==> src/hw/surf_bus_defines.svh <==
`ifndef SURF_BUS_DEFINES_SVH
`define SURF_BUS_DEFINES_SVH

// Bus widths as seen by the masters
`define SURF_ADDR_W 22
`define SURF_DATA_W 32
`define SURF_SEL_W 4

`define SURF_NUM_MASTERS 2
`define SURF_NUM_TARGETS 6

// Target windows
// A target is selected when (adr & ~MASK) == BASE, and it sees adr & MASK.
// Bits 14 to 20 are set in every mask, so each window repeats higher up
`define SURF_ID_CTRL_BASE 22'h000000
`define SURF_ID_CTRL_MASK 22'h1FC7FF
`define SURF_TIO_BASE 22'h000800
`define SURF_TIO_MASK 22'h1FC7FF
`define SURF_NOTCH_BASE 22'h001000
`define SURF_NOTCH_MASK 22'h1FCFFF
`define SURF_AGC_BASE 22'h002000
`define SURF_AGC_MASK 22'h1FCFFF
`define SURF_BEAM_BASE 22'h003000
`define SURF_BEAM_MASK 22'h1FCFFF
// RFDC owns the whole upper half of the map
`define SURF_RFDC_BASE 22'h200000
`define SURF_RFDC_MASK 22'h1FFFFF

// Identification word, ASCII "SURF"
`define SURF_ID_WORD 32'h53555246

`endif

==> src/hw/surf_bus_pkg.sv <==
`include "surf_bus_defines.svh"

package surf_bus_pkg;

    typedef logic [`SURF_ADDR_W-1:0] bus_addr_t;
    typedef logic [`SURF_DATA_W-1:0] bus_data_t;
    typedef logic [`SURF_SEL_W-1:0] bus_sel_t;

    // One bit per master, used for requests and grants
    typedef logic [`SURF_NUM_MASTERS-1:0] master_vec_t;

    // One bit per target, index order id/ctrl, tio, notch, agc, beam, rfdc
    typedef logic [`SURF_NUM_TARGETS-1:0] target_vec_t;

    typedef enum logic {
        ARB_IDLE,
        ARB_OWNED
    } arb_state_t;

endpackage

==> src/hw/wb_if.sv <==
`timescale 1ns/1ns
`include "surf_bus_defines.svh"

// Wishbone classic link between the intercon and one target
interface wb_if #(
    parameter int ADDR_W = `SURF_ADDR_W
);
    logic                    cyc;
    logic                    stb;
    logic                    we;
    logic [ADDR_W-1:0]       adr;
    surf_bus_pkg::bus_data_t dat_w;
    surf_bus_pkg::bus_sel_t  sel;
    surf_bus_pkg::bus_data_t dat_r;
    logic                    ack;
    logic                    err;
    logic                    rty;

    modport host (
        output cyc, stb, we, adr, dat_w, sel,
        input  dat_r, ack, err, rty
    );

    modport target (
        input  cyc, stb, we, adr, dat_w, sel,
        output dat_r, ack, err, rty
    );

endinterface

==> src/hw/surf_bus_top.sv <==
`timescale 1ns/1ns
`include "surf_bus_defines.svh"

module surf_bus_top (
    input  logic                    clk_i,
    input  logic                    rst_n_i,
    // Board-management master
    input  logic                    bm_cyc_i, bm_stb_i, bm_we_i,
    input  surf_bus_pkg::bus_addr_t bm_adr_i,
    input  surf_bus_pkg::bus_data_t bm_dat_i,
    input  surf_bus_pkg::bus_sel_t  bm_sel_i,
    output surf_bus_pkg::bus_data_t bm_dat_o,
    output logic                    bm_ack_o, bm_err_o, bm_rty_o,
    // Crate backplane master
    input  logic                    rack_cyc_i, rack_stb_i, rack_we_i,
    input  surf_bus_pkg::bus_addr_t rack_adr_i,
    input  surf_bus_pkg::bus_data_t rack_dat_i,
    input  surf_bus_pkg::bus_sel_t  rack_sel_i,
    output surf_bus_pkg::bus_data_t rack_dat_o,
    output logic                    rack_ack_o, rack_err_o, rack_rty_o,
    // TURFIO target
    output logic                    tio_cyc_o, tio_stb_o, tio_we_o,
    output logic [10:0]             tio_adr_o,
    output surf_bus_pkg::bus_data_t tio_dat_o,
    output surf_bus_pkg::bus_sel_t  tio_sel_o,
    input  surf_bus_pkg::bus_data_t tio_dat_i,
    input  logic                    tio_ack_i, tio_err_i, tio_rty_i,
    // Notch filter target
    output logic                    notch_cyc_o, notch_stb_o, notch_we_o,
    output logic [11:0]             notch_adr_o,
    output surf_bus_pkg::bus_data_t notch_dat_o,
    output surf_bus_pkg::bus_sel_t  notch_sel_o,
    input  surf_bus_pkg::bus_data_t notch_dat_i,
    input  logic                    notch_ack_i, notch_err_i, notch_rty_i,
    // AGC target
    output logic                    agc_cyc_o, agc_stb_o, agc_we_o,
    output logic [11:0]             agc_adr_o,
    output surf_bus_pkg::bus_data_t agc_dat_o,
    output surf_bus_pkg::bus_sel_t  agc_sel_o,
    input  surf_bus_pkg::bus_data_t agc_dat_i,
    input  logic                    agc_ack_i, agc_err_i, agc_rty_i,
    // Beamformer target
    output logic                    beam_cyc_o, beam_stb_o, beam_we_o,
    output logic [11:0]             beam_adr_o,
    output surf_bus_pkg::bus_data_t beam_dat_o,
    output surf_bus_pkg::bus_sel_t  beam_sel_o,
    input  surf_bus_pkg::bus_data_t beam_dat_i,
    input  logic                    beam_ack_i, beam_err_i, beam_rty_i,
    // RFDC target, upper half of the map
    output logic                    rfdc_cyc_o, rfdc_stb_o, rfdc_we_o,
    output logic [17:0]             rfdc_adr_o,
    output surf_bus_pkg::bus_data_t rfdc_dat_o,
    output surf_bus_pkg::bus_sel_t  rfdc_sel_o,
    input  surf_bus_pkg::bus_data_t rfdc_dat_i,
    input  logic                    rfdc_ack_i, rfdc_err_i, rfdc_rty_i
);

    wb_if #(.ADDR_W(11)) id_ctrl ();
    wb_if #(.ADDR_W(11)) tio ();
    wb_if #(.ADDR_W(12)) notch ();
    wb_if #(.ADDR_W(12)) agc ();
    wb_if #(.ADDR_W(12)) beam ();
    wb_if #(.ADDR_W(18)) rfdc ();

    surf_intercon i_intercon (
        .clk_i, .rst_n_i,
        .bm_cyc_i, .bm_stb_i, .bm_we_i, .bm_adr_i, .bm_dat_i, .bm_sel_i,
        .bm_dat_o, .bm_ack_o, .bm_err_o, .bm_rty_o,
        .rack_cyc_i, .rack_stb_i, .rack_we_i, .rack_adr_i, .rack_dat_i, .rack_sel_i,
        .rack_dat_o, .rack_ack_o, .rack_err_o, .rack_rty_o,
        .id_ctrl, .tio, .notch, .agc, .beam, .rfdc
    );

    surf_id_ctrl i_id_ctrl (
        .clk_i   (clk_i),
        .rst_n_i (rst_n_i),
        .bus     (id_ctrl)
    );

    // External targets
    assign {tio_cyc_o, tio_stb_o, tio_we_o, tio_adr_o, tio_dat_o, tio_sel_o} =
        {tio.cyc, tio.stb, tio.we, tio.adr, tio.dat_w, tio.sel};
    assign {tio.dat_r, tio.ack, tio.err, tio.rty} =
        {tio_dat_i, tio_ack_i, tio_err_i, tio_rty_i};

    assign {notch_cyc_o, notch_stb_o, notch_we_o, notch_adr_o, notch_dat_o, notch_sel_o} =
        {notch.cyc, notch.stb, notch.we, notch.adr, notch.dat_w, notch.sel};
    assign {notch.dat_r, notch.ack, notch.err, notch.rty} =
        {notch_dat_i, notch_ack_i, notch_err_i, notch_rty_i};

    assign {agc_cyc_o, agc_stb_o, agc_we_o, agc_adr_o, agc_dat_o, agc_sel_o} =
        {agc.cyc, agc.stb, agc.we, agc.adr, agc.dat_w, agc.sel};
    assign {agc.dat_r, agc.ack, agc.err, agc.rty} =
        {agc_dat_i, agc_ack_i, agc_err_i, agc_rty_i};

    assign {beam_cyc_o, beam_stb_o, beam_we_o, beam_adr_o, beam_dat_o, beam_sel_o} =
        {beam.cyc, beam.stb, beam.we, beam.adr, beam.dat_w, beam.sel};
    assign {beam.dat_r, beam.ack, beam.err, beam.rty} =
        {beam_dat_i, beam_ack_i, beam_err_i, beam_rty_i};

    assign {rfdc_cyc_o, rfdc_stb_o, rfdc_we_o, rfdc_adr_o, rfdc_dat_o, rfdc_sel_o} =
        {rfdc.cyc, rfdc.stb, rfdc.we, rfdc.adr, rfdc.dat_w, rfdc.sel};
    assign {rfdc.dat_r, rfdc.ack, rfdc.err, rfdc.rty} =
        {rfdc_dat_i, rfdc_ack_i, rfdc_err_i, rfdc_rty_i};

endmodule

==> src/hw/surf_id_ctrl.sv <==
`timescale 1ns/1ns
`include "surf_bus_defines.svh"

module surf_id_ctrl (
    input  logic clk_i,
    input  logic rst_n_i,
    wb_if.target bus
);

    logic [8:0]              word_off;
    logic                    req;
    logic                    ack_q;
    logic                    err_q;
    surf_bus_pkg::bus_data_t dat_q;
    surf_bus_pkg::bus_data_t ctrl_q;

    assign word_off = bus.adr[10:2];

    // Strobe not yet answered, so a held stb is not acked twice
    assign req = bus.cyc && bus.stb && !(ack_q || err_q);

    always_ff @(posedge clk_i) begin
        if (!rst_n_i) begin
            ack_q <= 1'b0;
            err_q <= 1'b0;
        end else begin
            ack_q <= req && (word_off <= 9'd1);
            err_q <= req && (word_off > 9'd1);
        end
    end

    // Scratch/control word
    always_ff @(posedge clk_i) begin
        if (!rst_n_i) begin
            ctrl_q <= '0;
        end else if (req && bus.we && (word_off == 9'd1)) begin
            for (int b = 0; b < `SURF_SEL_W; b++) begin
                if (bus.sel[b]) begin
                    ctrl_q[8*b +: 8] <= bus.dat_w[8*b +: 8];
                end
            end
        end
    end

    // Read data is captured along with the response
    always_ff @(posedge clk_i) begin
        if (req) begin
            case (word_off)
                9'd0: dat_q <= `SURF_ID_WORD;
                9'd1: dat_q <= ctrl_q;
                default: dat_q <= '0;
            endcase
        end
    end

    assign bus.dat_r = dat_q;
    assign bus.ack   = ack_q;
    assign bus.err   = err_q;
    assign bus.rty   = 1'b0;

    assert property (@(posedge clk_i) disable iff (!rst_n_i) !(bus.ack && bus.err));

endmodule

==> src/hw/surf_intercon.sv <==
`timescale 1ns/1ns
`include "surf_bus_defines.svh"

module surf_intercon (
    input  logic                    clk_i,
    input  logic                    rst_n_i,
    // Board-management master
    input  logic                    bm_cyc_i, bm_stb_i, bm_we_i,
    input  surf_bus_pkg::bus_addr_t bm_adr_i,
    input  surf_bus_pkg::bus_data_t bm_dat_i,
    input  surf_bus_pkg::bus_sel_t  bm_sel_i,
    output surf_bus_pkg::bus_data_t bm_dat_o,
    output logic                    bm_ack_o, bm_err_o, bm_rty_o,
    // Crate backplane master
    input  logic                    rack_cyc_i, rack_stb_i, rack_we_i,
    input  surf_bus_pkg::bus_addr_t rack_adr_i,
    input  surf_bus_pkg::bus_data_t rack_dat_i,
    input  surf_bus_pkg::bus_sel_t  rack_sel_i,
    output surf_bus_pkg::bus_data_t rack_dat_o,
    output logic                    rack_ack_o, rack_err_o, rack_rty_o,
    // Targets
    wb_if.host                      id_ctrl,
    wb_if.host                      tio,
    wb_if.host                      notch,
    wb_if.host                      agc,
    wb_if.host                      beam,
    wb_if.host                      rfdc
);

    localparam int NT = `SURF_NUM_TARGETS;

    localparam surf_bus_pkg::bus_addr_t BASE [NT] = '{
        `SURF_ID_CTRL_BASE, `SURF_TIO_BASE, `SURF_NOTCH_BASE,
        `SURF_AGC_BASE, `SURF_BEAM_BASE, `SURF_RFDC_BASE
    };
    localparam surf_bus_pkg::bus_addr_t MASK [NT] = '{
        `SURF_ID_CTRL_MASK, `SURF_TIO_MASK, `SURF_NOTCH_MASK,
        `SURF_AGC_MASK, `SURF_BEAM_MASK, `SURF_RFDC_MASK
    };

    surf_bus_pkg::master_vec_t req;
    surf_bus_pkg::master_vec_t gnt;
    logic                      owner;
    logic                      bus_cyc;
    logic                      bus_stb;
    logic                      bus_we;
    surf_bus_pkg::bus_addr_t   bus_adr;
    surf_bus_pkg::bus_data_t   bus_dat;
    surf_bus_pkg::bus_sel_t    bus_sel;
    surf_bus_pkg::target_vec_t tgt_sel;
    surf_bus_pkg::target_vec_t tgt_ack;
    surf_bus_pkg::target_vec_t tgt_err;
    surf_bus_pkg::target_vec_t tgt_rty;
    surf_bus_pkg::bus_addr_t   tgt_adr [NT];
    surf_bus_pkg::bus_data_t   tgt_dat [NT];
    surf_bus_pkg::bus_data_t   resp_dat;
    logic                      resp_ack;
    logic                      resp_err;
    logic                      resp_rty;

    assign req = {rack_cyc_i, bm_cyc_i};

    wishbone_arbiter i_arbiter (
        .clk_i   (clk_i),
        .rst_n_i (rst_n_i),
        .cyc_i   (req),
        .gnt_o   (gnt)
    );

    // Shared bus, only the granted master gets through
    assign owner   = gnt[1];
    assign bus_cyc = |(req & gnt);
    assign bus_stb = |({rack_stb_i, bm_stb_i} & gnt);
    assign bus_we  = owner ? rack_we_i  : bm_we_i;
    assign bus_adr = owner ? rack_adr_i : bm_adr_i;
    assign bus_dat = owner ? rack_dat_i : bm_dat_i;
    assign bus_sel = owner ? rack_sel_i : bm_sel_i;

    // Base/mask decode
    always_comb begin
        for (int i = 0; i < NT; i++) begin
            tgt_sel[i] = (bus_adr & ~MASK[i]) == BASE[i];
            tgt_adr[i] = bus_adr & MASK[i];
        end
    end

    assign {rfdc.cyc, beam.cyc, agc.cyc, notch.cyc, tio.cyc, id_ctrl.cyc} =
        {NT{bus_cyc}} & tgt_sel;
    assign {rfdc.stb, beam.stb, agc.stb, notch.stb, tio.stb, id_ctrl.stb} =
        {NT{bus_stb}} & tgt_sel;
    assign {rfdc.we, beam.we, agc.we, notch.we, tio.we, id_ctrl.we} = {NT{bus_we}};
    assign {rfdc.dat_w, beam.dat_w, agc.dat_w, notch.dat_w, tio.dat_w, id_ctrl.dat_w} =
        {NT{bus_dat}};
    assign {rfdc.sel, beam.sel, agc.sel, notch.sel, tio.sel, id_ctrl.sel} = {NT{bus_sel}};

    // Each target keeps only its own window bits
    assign id_ctrl.adr = tgt_adr[0][10:0];
    assign tio.adr     = tgt_adr[1][10:0];
    assign notch.adr   = tgt_adr[2][11:0];
    assign agc.adr     = tgt_adr[3][11:0];
    assign beam.adr    = tgt_adr[4][11:0];
    assign rfdc.adr    = tgt_adr[5][17:0];

    assign tgt_ack = {rfdc.ack, beam.ack, agc.ack, notch.ack, tio.ack, id_ctrl.ack};
    assign tgt_err = {rfdc.err, beam.err, agc.err, notch.err, tio.err, id_ctrl.err};
    assign tgt_rty = {rfdc.rty, beam.rty, agc.rty, notch.rty, tio.rty, id_ctrl.rty};
    assign tgt_dat = '{id_ctrl.dat_r, tio.dat_r, notch.dat_r,
                       agc.dat_r, beam.dat_r, rfdc.dat_r};

    assign resp_ack = |(tgt_ack & tgt_sel);
    assign resp_err = |(tgt_err & tgt_sel);
    assign resp_rty = |(tgt_rty & tgt_sel);

    always_comb begin
        resp_dat = '0;
        for (int i = 0; i < NT; i++) begin
            if (tgt_sel[i]) begin
                resp_dat = tgt_dat[i];
            end
        end
    end

    // Responses return to the granted master only
    assign bm_ack_o   = resp_ack & gnt[0];
    assign bm_err_o   = resp_err & gnt[0];
    assign bm_rty_o   = resp_rty & gnt[0];
    assign bm_dat_o   = gnt[0] ? resp_dat : '0;
    assign rack_ack_o = resp_ack & gnt[1];
    assign rack_err_o = resp_err & gnt[1];
    assign rack_rty_o = resp_rty & gnt[1];
    assign rack_dat_o = gnt[1] ? resp_dat : '0;

    // The map is fully covered with no overlap
    assert property (@(posedge clk_i) disable iff (!rst_n_i) bus_cyc |-> $onehot(tgt_sel));

endmodule

==> src/hw/wishbone_arbiter.sv <==
`timescale 1ns/1ns
`include "surf_bus_defines.svh"

module wishbone_arbiter (
    input  logic                      clk_i,
    input  logic                      rst_n_i,
    input  surf_bus_pkg::master_vec_t cyc_i,
    output surf_bus_pkg::master_vec_t gnt_o
);

    surf_bus_pkg::arb_state_t  state_q;
    surf_bus_pkg::master_vec_t gnt_q;
    // Index of the master that got the bus most recently
    logic                      last_q;
    logic                      pick;

    // Simultaneous requests go to the master that did not own the bus last
    always_comb begin
        if (cyc_i[0] && cyc_i[1]) begin
            pick = ~last_q;
        end else begin
            pick = cyc_i[1];
        end
    end

    always_ff @(posedge clk_i) begin
        if (!rst_n_i) begin
            state_q <= surf_bus_pkg::ARB_IDLE;
            gnt_q   <= '0;
            last_q  <= 1'b1;
        end else begin
            case (state_q)
                surf_bus_pkg::ARB_IDLE: begin
                    if (|cyc_i) begin
                        state_q <= surf_bus_pkg::ARB_OWNED;
                        gnt_q   <= surf_bus_pkg::master_vec_t'(1) << pick;
                        last_q  <= pick;
                    end
                end
                surf_bus_pkg::ARB_OWNED: begin
                    // Owner dropped cyc, hand over at once if the other master waits
                    if (!cyc_i[last_q]) begin
                        if (|cyc_i) begin
                            gnt_q  <= surf_bus_pkg::master_vec_t'(1) << pick;
                            last_q <= pick;
                        end else begin
                            state_q <= surf_bus_pkg::ARB_IDLE;
                            gnt_q   <= '0;
                        end
                    end
                end
                default: begin
                    state_q <= surf_bus_pkg::ARB_IDLE;
                    gnt_q   <= '0;
                end
            endcase
        end
    end

    assign gnt_o = gnt_q;

    assert property (@(posedge clk_i) disable iff (!rst_n_i) $onehot0(gnt_o));

    // No preemption while the owner holds its cycle
    assert property (@(posedge clk_i) disable iff (!rst_n_i)
        (|(gnt_o & cyc_i)) |=> $stable(gnt_o));

endmodule

==> config.mk <==
export PLATFORM = sky130hd
export DESIGN_NAME = surf_bus_top
export DESIGN_NICKNAME = d
export VERILOG_FILES = /design/src/hw/surf_bus_pkg.sv /design/src/hw/wb_if.sv /design/src/hw/surf_bus_top.sv /design/src/hw/surf_id_ctrl.sv /design/src/hw/surf_intercon.sv /design/src/hw/wishbone_arbiter.sv
export VERILOG_INCLUDE_DIRS = /design/src /design/src/hw
export SDC_FILE = /design/constraint.sdc
export NUM_CORES = 1
export LEC_CHECK = 0
export ABC_AREA = 1
export BUFFER_PORTS_ARGS = -buffer_cell sky130_fd_sc_hd__buf_2
export CELL_PAD_IN_SITES_DETAIL_PLACEMENT = 1
export CELL_PAD_IN_SITES_GLOBAL_PLACEMENT = 2
export CORE_AREA = 3 3 244 246
export DETAILED_ROUTE_END_ITERATION = 12
export DIE_AREA = 0 0 247 249
export PLACE_DENSITY_LB_ADDON = 0.1
export RECOVER_POWER = 25
export SLEW_MARGIN = 25
export SYNTH_ARGS = -nofsm -noshare
export SYNTH_HDL_FRONTEND = slang
export SYNTH_SLANG_ARGS = --single-unit
export TNS_END_PERCENT = 1
==> constraint.sdc <==
create_clock -name clk_i -period 2.3 [get_ports clk_i]
set_input_delay 0.345 -clock clk_i [delete_from_list [all_inputs] [get_ports clk_i]]
set_output_delay 0.345 -clock clk_i [all_outputs]
set_load 0.02 [all_outputs]
## Yosys cells after proc, flatten, opt, wreduce, memory -nomap -nowiden

Index checks and enable logic that the tools add are counted.

| storage, ports and cells | value |
|---|---|
| flip-flop bits (word level) | 70 |
| bits of input ports | 299 |
| output and inout bits | 330 |
| word-level logic and storage cells | 84 |

| cells by class | value |
|---|---|
| $lt $le $gt $ge | 3 |
| equality and inequality tests | 7 |
| shifts and indexed selects | 1 |
| muxes and demuxes | 26 |
| bitwise logic cells | 15 |
| reduce and logical (&&, ||, !) cells | 22 |

Operators with widths:

| kind | count |
|---|---|
| $mux 32 | 9 |
| $pmux 32 s2 | 1 |
| $and 6x6->6 | 5 |
| $logic_not 22->1 | 1 |
| $mux 22 | 1 |
| $reduce_or 6->1 | 3 |
| $reduce_and 2->1 | 5 |
| $eq 9x1->1 const B | 1 |
| $gt 9x1->1 const B | 1 |
| $le 9x1->1 const B | 1 |
| $logic_not 9->1 | 1 |
| $mux 1 | 8 |
| $logic_and 1x1->1 | 7 |
| $and 1x1->1 | 6 |
| $eq 3x2->1 const B | 2 |
| $mux 2 | 3 |
| $reduce_or 2->1 | 3 |
| $and 2x2->2 | 2 |
| $eq 4x1->1 const B | 1 |
| $mux 4 | 1 |
| $ne 2x2->1 const B | 2 |
| $pmux 1 s2 | 2 |
| $pmux 2 s2 | 1 |
| $eq 3x1->1 const B | 1 |
| other kinds (5) | 6 |

## Longest topological paths before layout

| depth | value |
|---|---|
| depth in word-level cells | 9 |
| mapped depth | 13 |
| depth with buffers taken out | 11 |

## Hierarchy

Synthesis repeated with hierarchy kept, for this count alone.

| unflattened totals | value |
|---|---|
| cells, all modules | 1286 |
| area, all modules | 7621.1 µm² |

By module, submodules not included:

| module | times used | cells each | area an instance (µm²) | sequential area each (µm²) |
|---|---|---|---|---|
| surf_intercon | 1 | 956 | 4785.8 | 0.0 |
| surf_id_ctrl | 1 | 298 | 2626.3 | 1641.6 |
| wishbone_arbiter | 1 | 32 | 209.0 | 80.1 |

## Worst setup path after synthesis

No wires, ideal clock.

| path | value |
|---|---|
| path kind | register -> register |
| start point | register i_intercon.i_arbiter.gnt_q[1], in the netlist i_intercon.i_arbiter.gnt_o[1] |
| end point | register i_id_ctrl.dat_q[0], in the netlist i_id_ctrl.bus.dat_r[0], enable pin |
| library setup time | 0.387 ns |
| arrival time | 1.751 ns |
| required time | 1.913 ns |
| setup slack | 0.162 ns |
| cell stages (with the launch flop) | 8 |
| path buffers | 1 |
| clock period less this slack | 2.138 ns |
| cell sequence | dfxtp_1 -> inv_2 -> buf_4 -> nand2_1 -> nand2_2 -> nor2_4 -> nand3_2 -> inv_1 |

| on the way | value |
|---|---|
| cells in the longest elaborated chain, start to end | 5 |
| elaborated cells between the ends (all ways) | 10 |
| those cells by class | mux (1); bitwise (4); reduce/logical (5) |

RTL lines:

| element | RTL line | RTL |
|---|---|---|
| start: declaration | wishbone_arbiter.sv:12 | `surf_bus_pkg::master_vec_t gnt_q;` |
| start signal: assignment | wishbone_arbiter.sv:36 | `gnt_q <= surf_bus_pkg::master_vec_t'(1) << pick;` |
| start signal: assignment | wishbone_arbiter.sv:44 | `gnt_q <= surf_bus_pkg::master_vec_t'(1) << pick;` |
| $mux 22 * | surf_intercon.sv:75 | `assign bus_adr = owner ? rack_adr_i : bm_adr_i;` |
| named net rfdc_adr_o[13] | surf_bus_top.sv:51 | `output logic [17:0] rfdc_adr_o,` |
| $logic_not 22->1 * | surf_intercon.sv:82 | `tgt_sel[i] = (bus_adr & ~MASK[i]) == BASE[i];` |
| $and 6x6->6 (on tied branches) | surf_intercon.sv:88, surf_intercon.sv:90 |  |
| $logic_and 1x1->1 * (2 in series) | surf_id_ctrl.sv:20 | `assign req = bus.cyc && bus.stb && !(ack_q \|\| err_q);` |
| named net i_id_ctrl.req | surf_id_ctrl.sv:11 | `logic req;` |
| end signal: assignment | surf_id_ctrl.sv:49 | `` 9'd0: dat_q <= `SURF_ID_WORD; `` |
| end signal: assignment | surf_id_ctrl.sv:50 | `9'd1: dat_q <= ctrl_q;` |
| end: declaration | surf_id_ctrl.sv:14 | `surf_bus_pkg::bus_data_t dat_q;` |

The timed path passes the listed nets; every way through them passes the cells marked *.
A chain may end at the register's enable or synchronous reset.

## Worst setup path in the final report

| path | value |
|---|---|
| start point | register i_intercon.i_arbiter.gnt_q[1], in the netlist i_intercon.i_arbiter.gnt_o[1] |
| end point | output port bm_dat_o[27] |

| on the way | value |
|---|---|
| cells in the longest elaborated chain, start to end | 9 |
| elaborated cells between the ends (all ways) | 13 |
| those cells by class | eq/ne (4); mux (8); reduce/logical (1) |

RTL lines:

| element | RTL line | RTL |
|---|---|---|
| $mux 22 * | surf_intercon.sv:75 |  |
| $logic_not 22->1 | surf_intercon.sv:82 |  |
| $mux 32 (5 in series) | surf_intercon.sv:117 | `if (tgt_sel[i]) begin` |
| $mux 32 * | surf_intercon.sv:117 |  |
| $mux 32 * | surf_intercon.sv:127 | `assign bm_dat_o = gnt[0] ? resp_dat : '0;` |
| end: declaration | surf_bus_top.sv:12 | `output surf_bus_pkg::bus_data_t bm_dat_o,` |

Mark *: on every way between the ends. The rest lies on a longest branch, timed or not.

==> results.md <==
- Top post-synthesis cells by area: nand2_1, buf_4, edfxtp_1
- CTS Buf Count: 9
- DRT iter0 DRCs: 193
- Core box area: 57600 um2
- Critical path required time: 1960 ps
- CTS clk-pin slew, worst paths: 50 ps
- Placer Congestion: 0.827
- Worst Path Arrival: 2170 ps
- Ratio of cells with drive above 1 in the final layout: between 40 and 50%
- Slew @ Worst Pin: 529 ps
- Vias in the first global route: 9277
- Die Wd: between 200 and 250 um
- Yosys top cell by area: nand2_1
- Die Y: 249 um
- Sequential-to-total area share from yosys stat: between 20% and 30%
- Die Footprint: between 60000 and 70000 um2
- Post-synth top cells: nand2_1, buf_4, inv_1
- Setup-failing EPs final: 70
- Yosys cell types: 30
- Final setup margin: -213 ps
- Via count: 8899
- Mapped Cells: 1184
- Antenna violations before repair: 10
- Top-count cell post-synth: nand2_1
- PortBufs: around 620
- Area Growth Syn to Fin: 53.8%
- Mapped Nets: 1483
- Share of the synthesized area in the top cell type: 22.6%
- Global route overflow: 0
- Fin crit share: 109%
- Syn Area/Cell: 6.11 um2
- Violated checks: setup timing
- CTS root buf: clkbuf_16
- Hold Worst Slack: 273 ps
- Critical path startpoint category: flop
- Min-Delay Path Class: in2reg
- Largest net degree at the start of global routing: 37
- Worst setup EP type: primary output
- Fmax: 398 MHz
- Detailed Route WL: 44400 um
- Power per cell area: 526 nW/um2
- # DRC: 0
- DP Wirelength: roughly 38000 um
- CTS tree: done
- Seq cells post-synth: 70
- Post-Syn Area: approximately 7200 um2
- DR WL/cell: 18.2 um
- CTS Hold Buffers Added: 0
- Setup Crit Path Kind: reg2out
- Htree depth: 3
- Status: finished, violations left
- RSZ-0062 raised after global routing: true
- Gr usage total: 13.7%
- CP max FO: 10
- Hold Fails Final Rpt: 0
- Nets: 1961
- Clk sinks: 70
- Top_reg_cell synth: dfxtp_1
- Clk_lat worst skew: 340 ps
- Final ANT Viol Nets: 0
- Ports: 629
- Uppermost layer routed: met5
- Number of flops mapped to enable cells by yosys: 32
- Max Cap Viol: 0
- Setup WS pre-CTS: -53.1 ps
- DR pass1 iterations: 4
- Leakage: ~5.8 nW
- Warnings from Yosys: 0
- Tmin final: 2510 ps
- Clock Tree Buf Depth: 2
- Slew headroom: between 60% and 70%
- First-pass GRT wire length: 63300 um
- Routed met3 length: 2590 um
- Share of synthesized registers carrying an async set or reset: 0%
- Starting Density: 12.6%
- Via density: approximately 3.7
- Setup_tns: -9350 ps
- # fillers: around 7300
- Metal2 WL: 22200 um
- Met1 wire length: about 19000 um
- Slew Viols, Final: 0
- Clock skew: 4.93 ps
- Peak VDD IR: 0.317 mV
- FP Rows: 88
-- state kept, by name, summed over array words and instances (netlist names) --
register / cells
i_intercon.i_arbiter.last_q: 1
i_intercon.i_arbiter.gnt_o: 2
i_id_ctrl.bus.dat_r: 32
i_id_ctrl.bus.err: 1
i_id_ctrl.ctrl_q: 32
i_intercon.i_arbiter.state_q: 1
i_id_ctrl.bus.ack: 1
-- routing by layer --
layer / track usage, % / vias up
li1: - / 4466
met5: 0 / -
met2: 24.8 / 321
met1: 17.0 / 4084
met3: 2.49 / 20
met4: 2.42 / 8
-- what timing repair did --
action                                  in CTS  in global routing
setup buffers                                1                  5
pin swaps                                    5                  9
gates resized for setup                     82                 57
endpoints found under the setup margin     254                207
gates cloned                                 0                  1
-- kinds of logic (layout without fill, tap and decap cells) --
kind of cell    count (synthesis)  after routing  share of synthesized area [%]
other cells                     0              6                              0
simple gates                  679            679                           40.3
compound gates                 86             86                           6.69
flops                          70             70                           23.8
buf+inv                       349            832                           29.2
-- metrics by stage --
stage | util, % | instances | power [mW] | area [um2]
2_1_floorplan | - | 1184 | 3.56 | 7240
3_3_place_gp | 18.2 | 2409 | 4.55 | 10500
3_5_place_dp | 18.2 | 2409 | 4.55 | 10500
4_1_cts | 19.1 | 2426 | 5.95 | 11000
5_1_grt | 19.3 | 2435 | 6.27 | 11100
6_report | 19.3 | 2438 | 5.85 | 11100
-- worst paths after layout --
kind	startpoint	depth (start not counted)	to	slack, ps
max	i_intercon.i_arbiter.gnt_o[1]	12	bm_dat_o[27]	-210
min	rack_cyc_i	3	i_intercon.i_arbiter.state_q	270
max reg2reg	i_intercon.i_arbiter.gnt_o[1]	12	i_id_ctrl.ctrl_q[25]	40
min reg2reg	i_id_ctrl.ctrl_q[11]	2	i_id_ctrl.ctrl_q[11]	460
-- critical path: stages (launching register included) --
cell and delay [ps]:
dfxtp_4 370, buf_12 140, nand2_1 60, nand2_2 90, nor2_4 210, buf_12 140, buf_4 130, clkbuf_16 140
o211ai_1 120, nand4_1 140, nand2_1 70, inv_1 50, buf_2 160
-- power by group --
group / internal, mW / switching, mW / leakage (nW)
Clock: 0.770 / 0.513 / 0.129
Combinational: 1.14 / 2.12 / 5.03
Sequential: 1.30 / 0.0122 / 0.613
-- cell type report --
cell class / count / area (um2) / area share [%]
repair buffers: 716 / 4190 / 37.6
multi-input cells: 765 / 3590 / 32.2
flip-flops and latches: 70 / 1730 / 15.5
well taps: 765 / 957 / 8.60
inverters: 100 / 383 / 3.44
clock buffers: 13 / 254 / 2.28
clock inverters: 3 / 20.0 / 0.180
diodes: 6 / 15.0 / 0.135
-- cells in the final DEF (no fill, tap or decap), types with 9 or more instances in the layout --
master / n
nor2_2: 11
clkbuf_1: 49
nand2_2: 36
or2_2: 18
clkbuf_16: 10
buf_2: 502
inv_1: 94
buf_12: 17
nor2_4: 9
nand4_1: 22
nor2_1: 84
edfxtp_1: 32
o211ai_1: 14
buf_6: 15
nand2_1: 404
a21oi_1: 56
buf_4: 117
dfxtp_1: 37
nand3_1: 79
clkbuf_2: 17
Power figures use the tool's default switching activity.
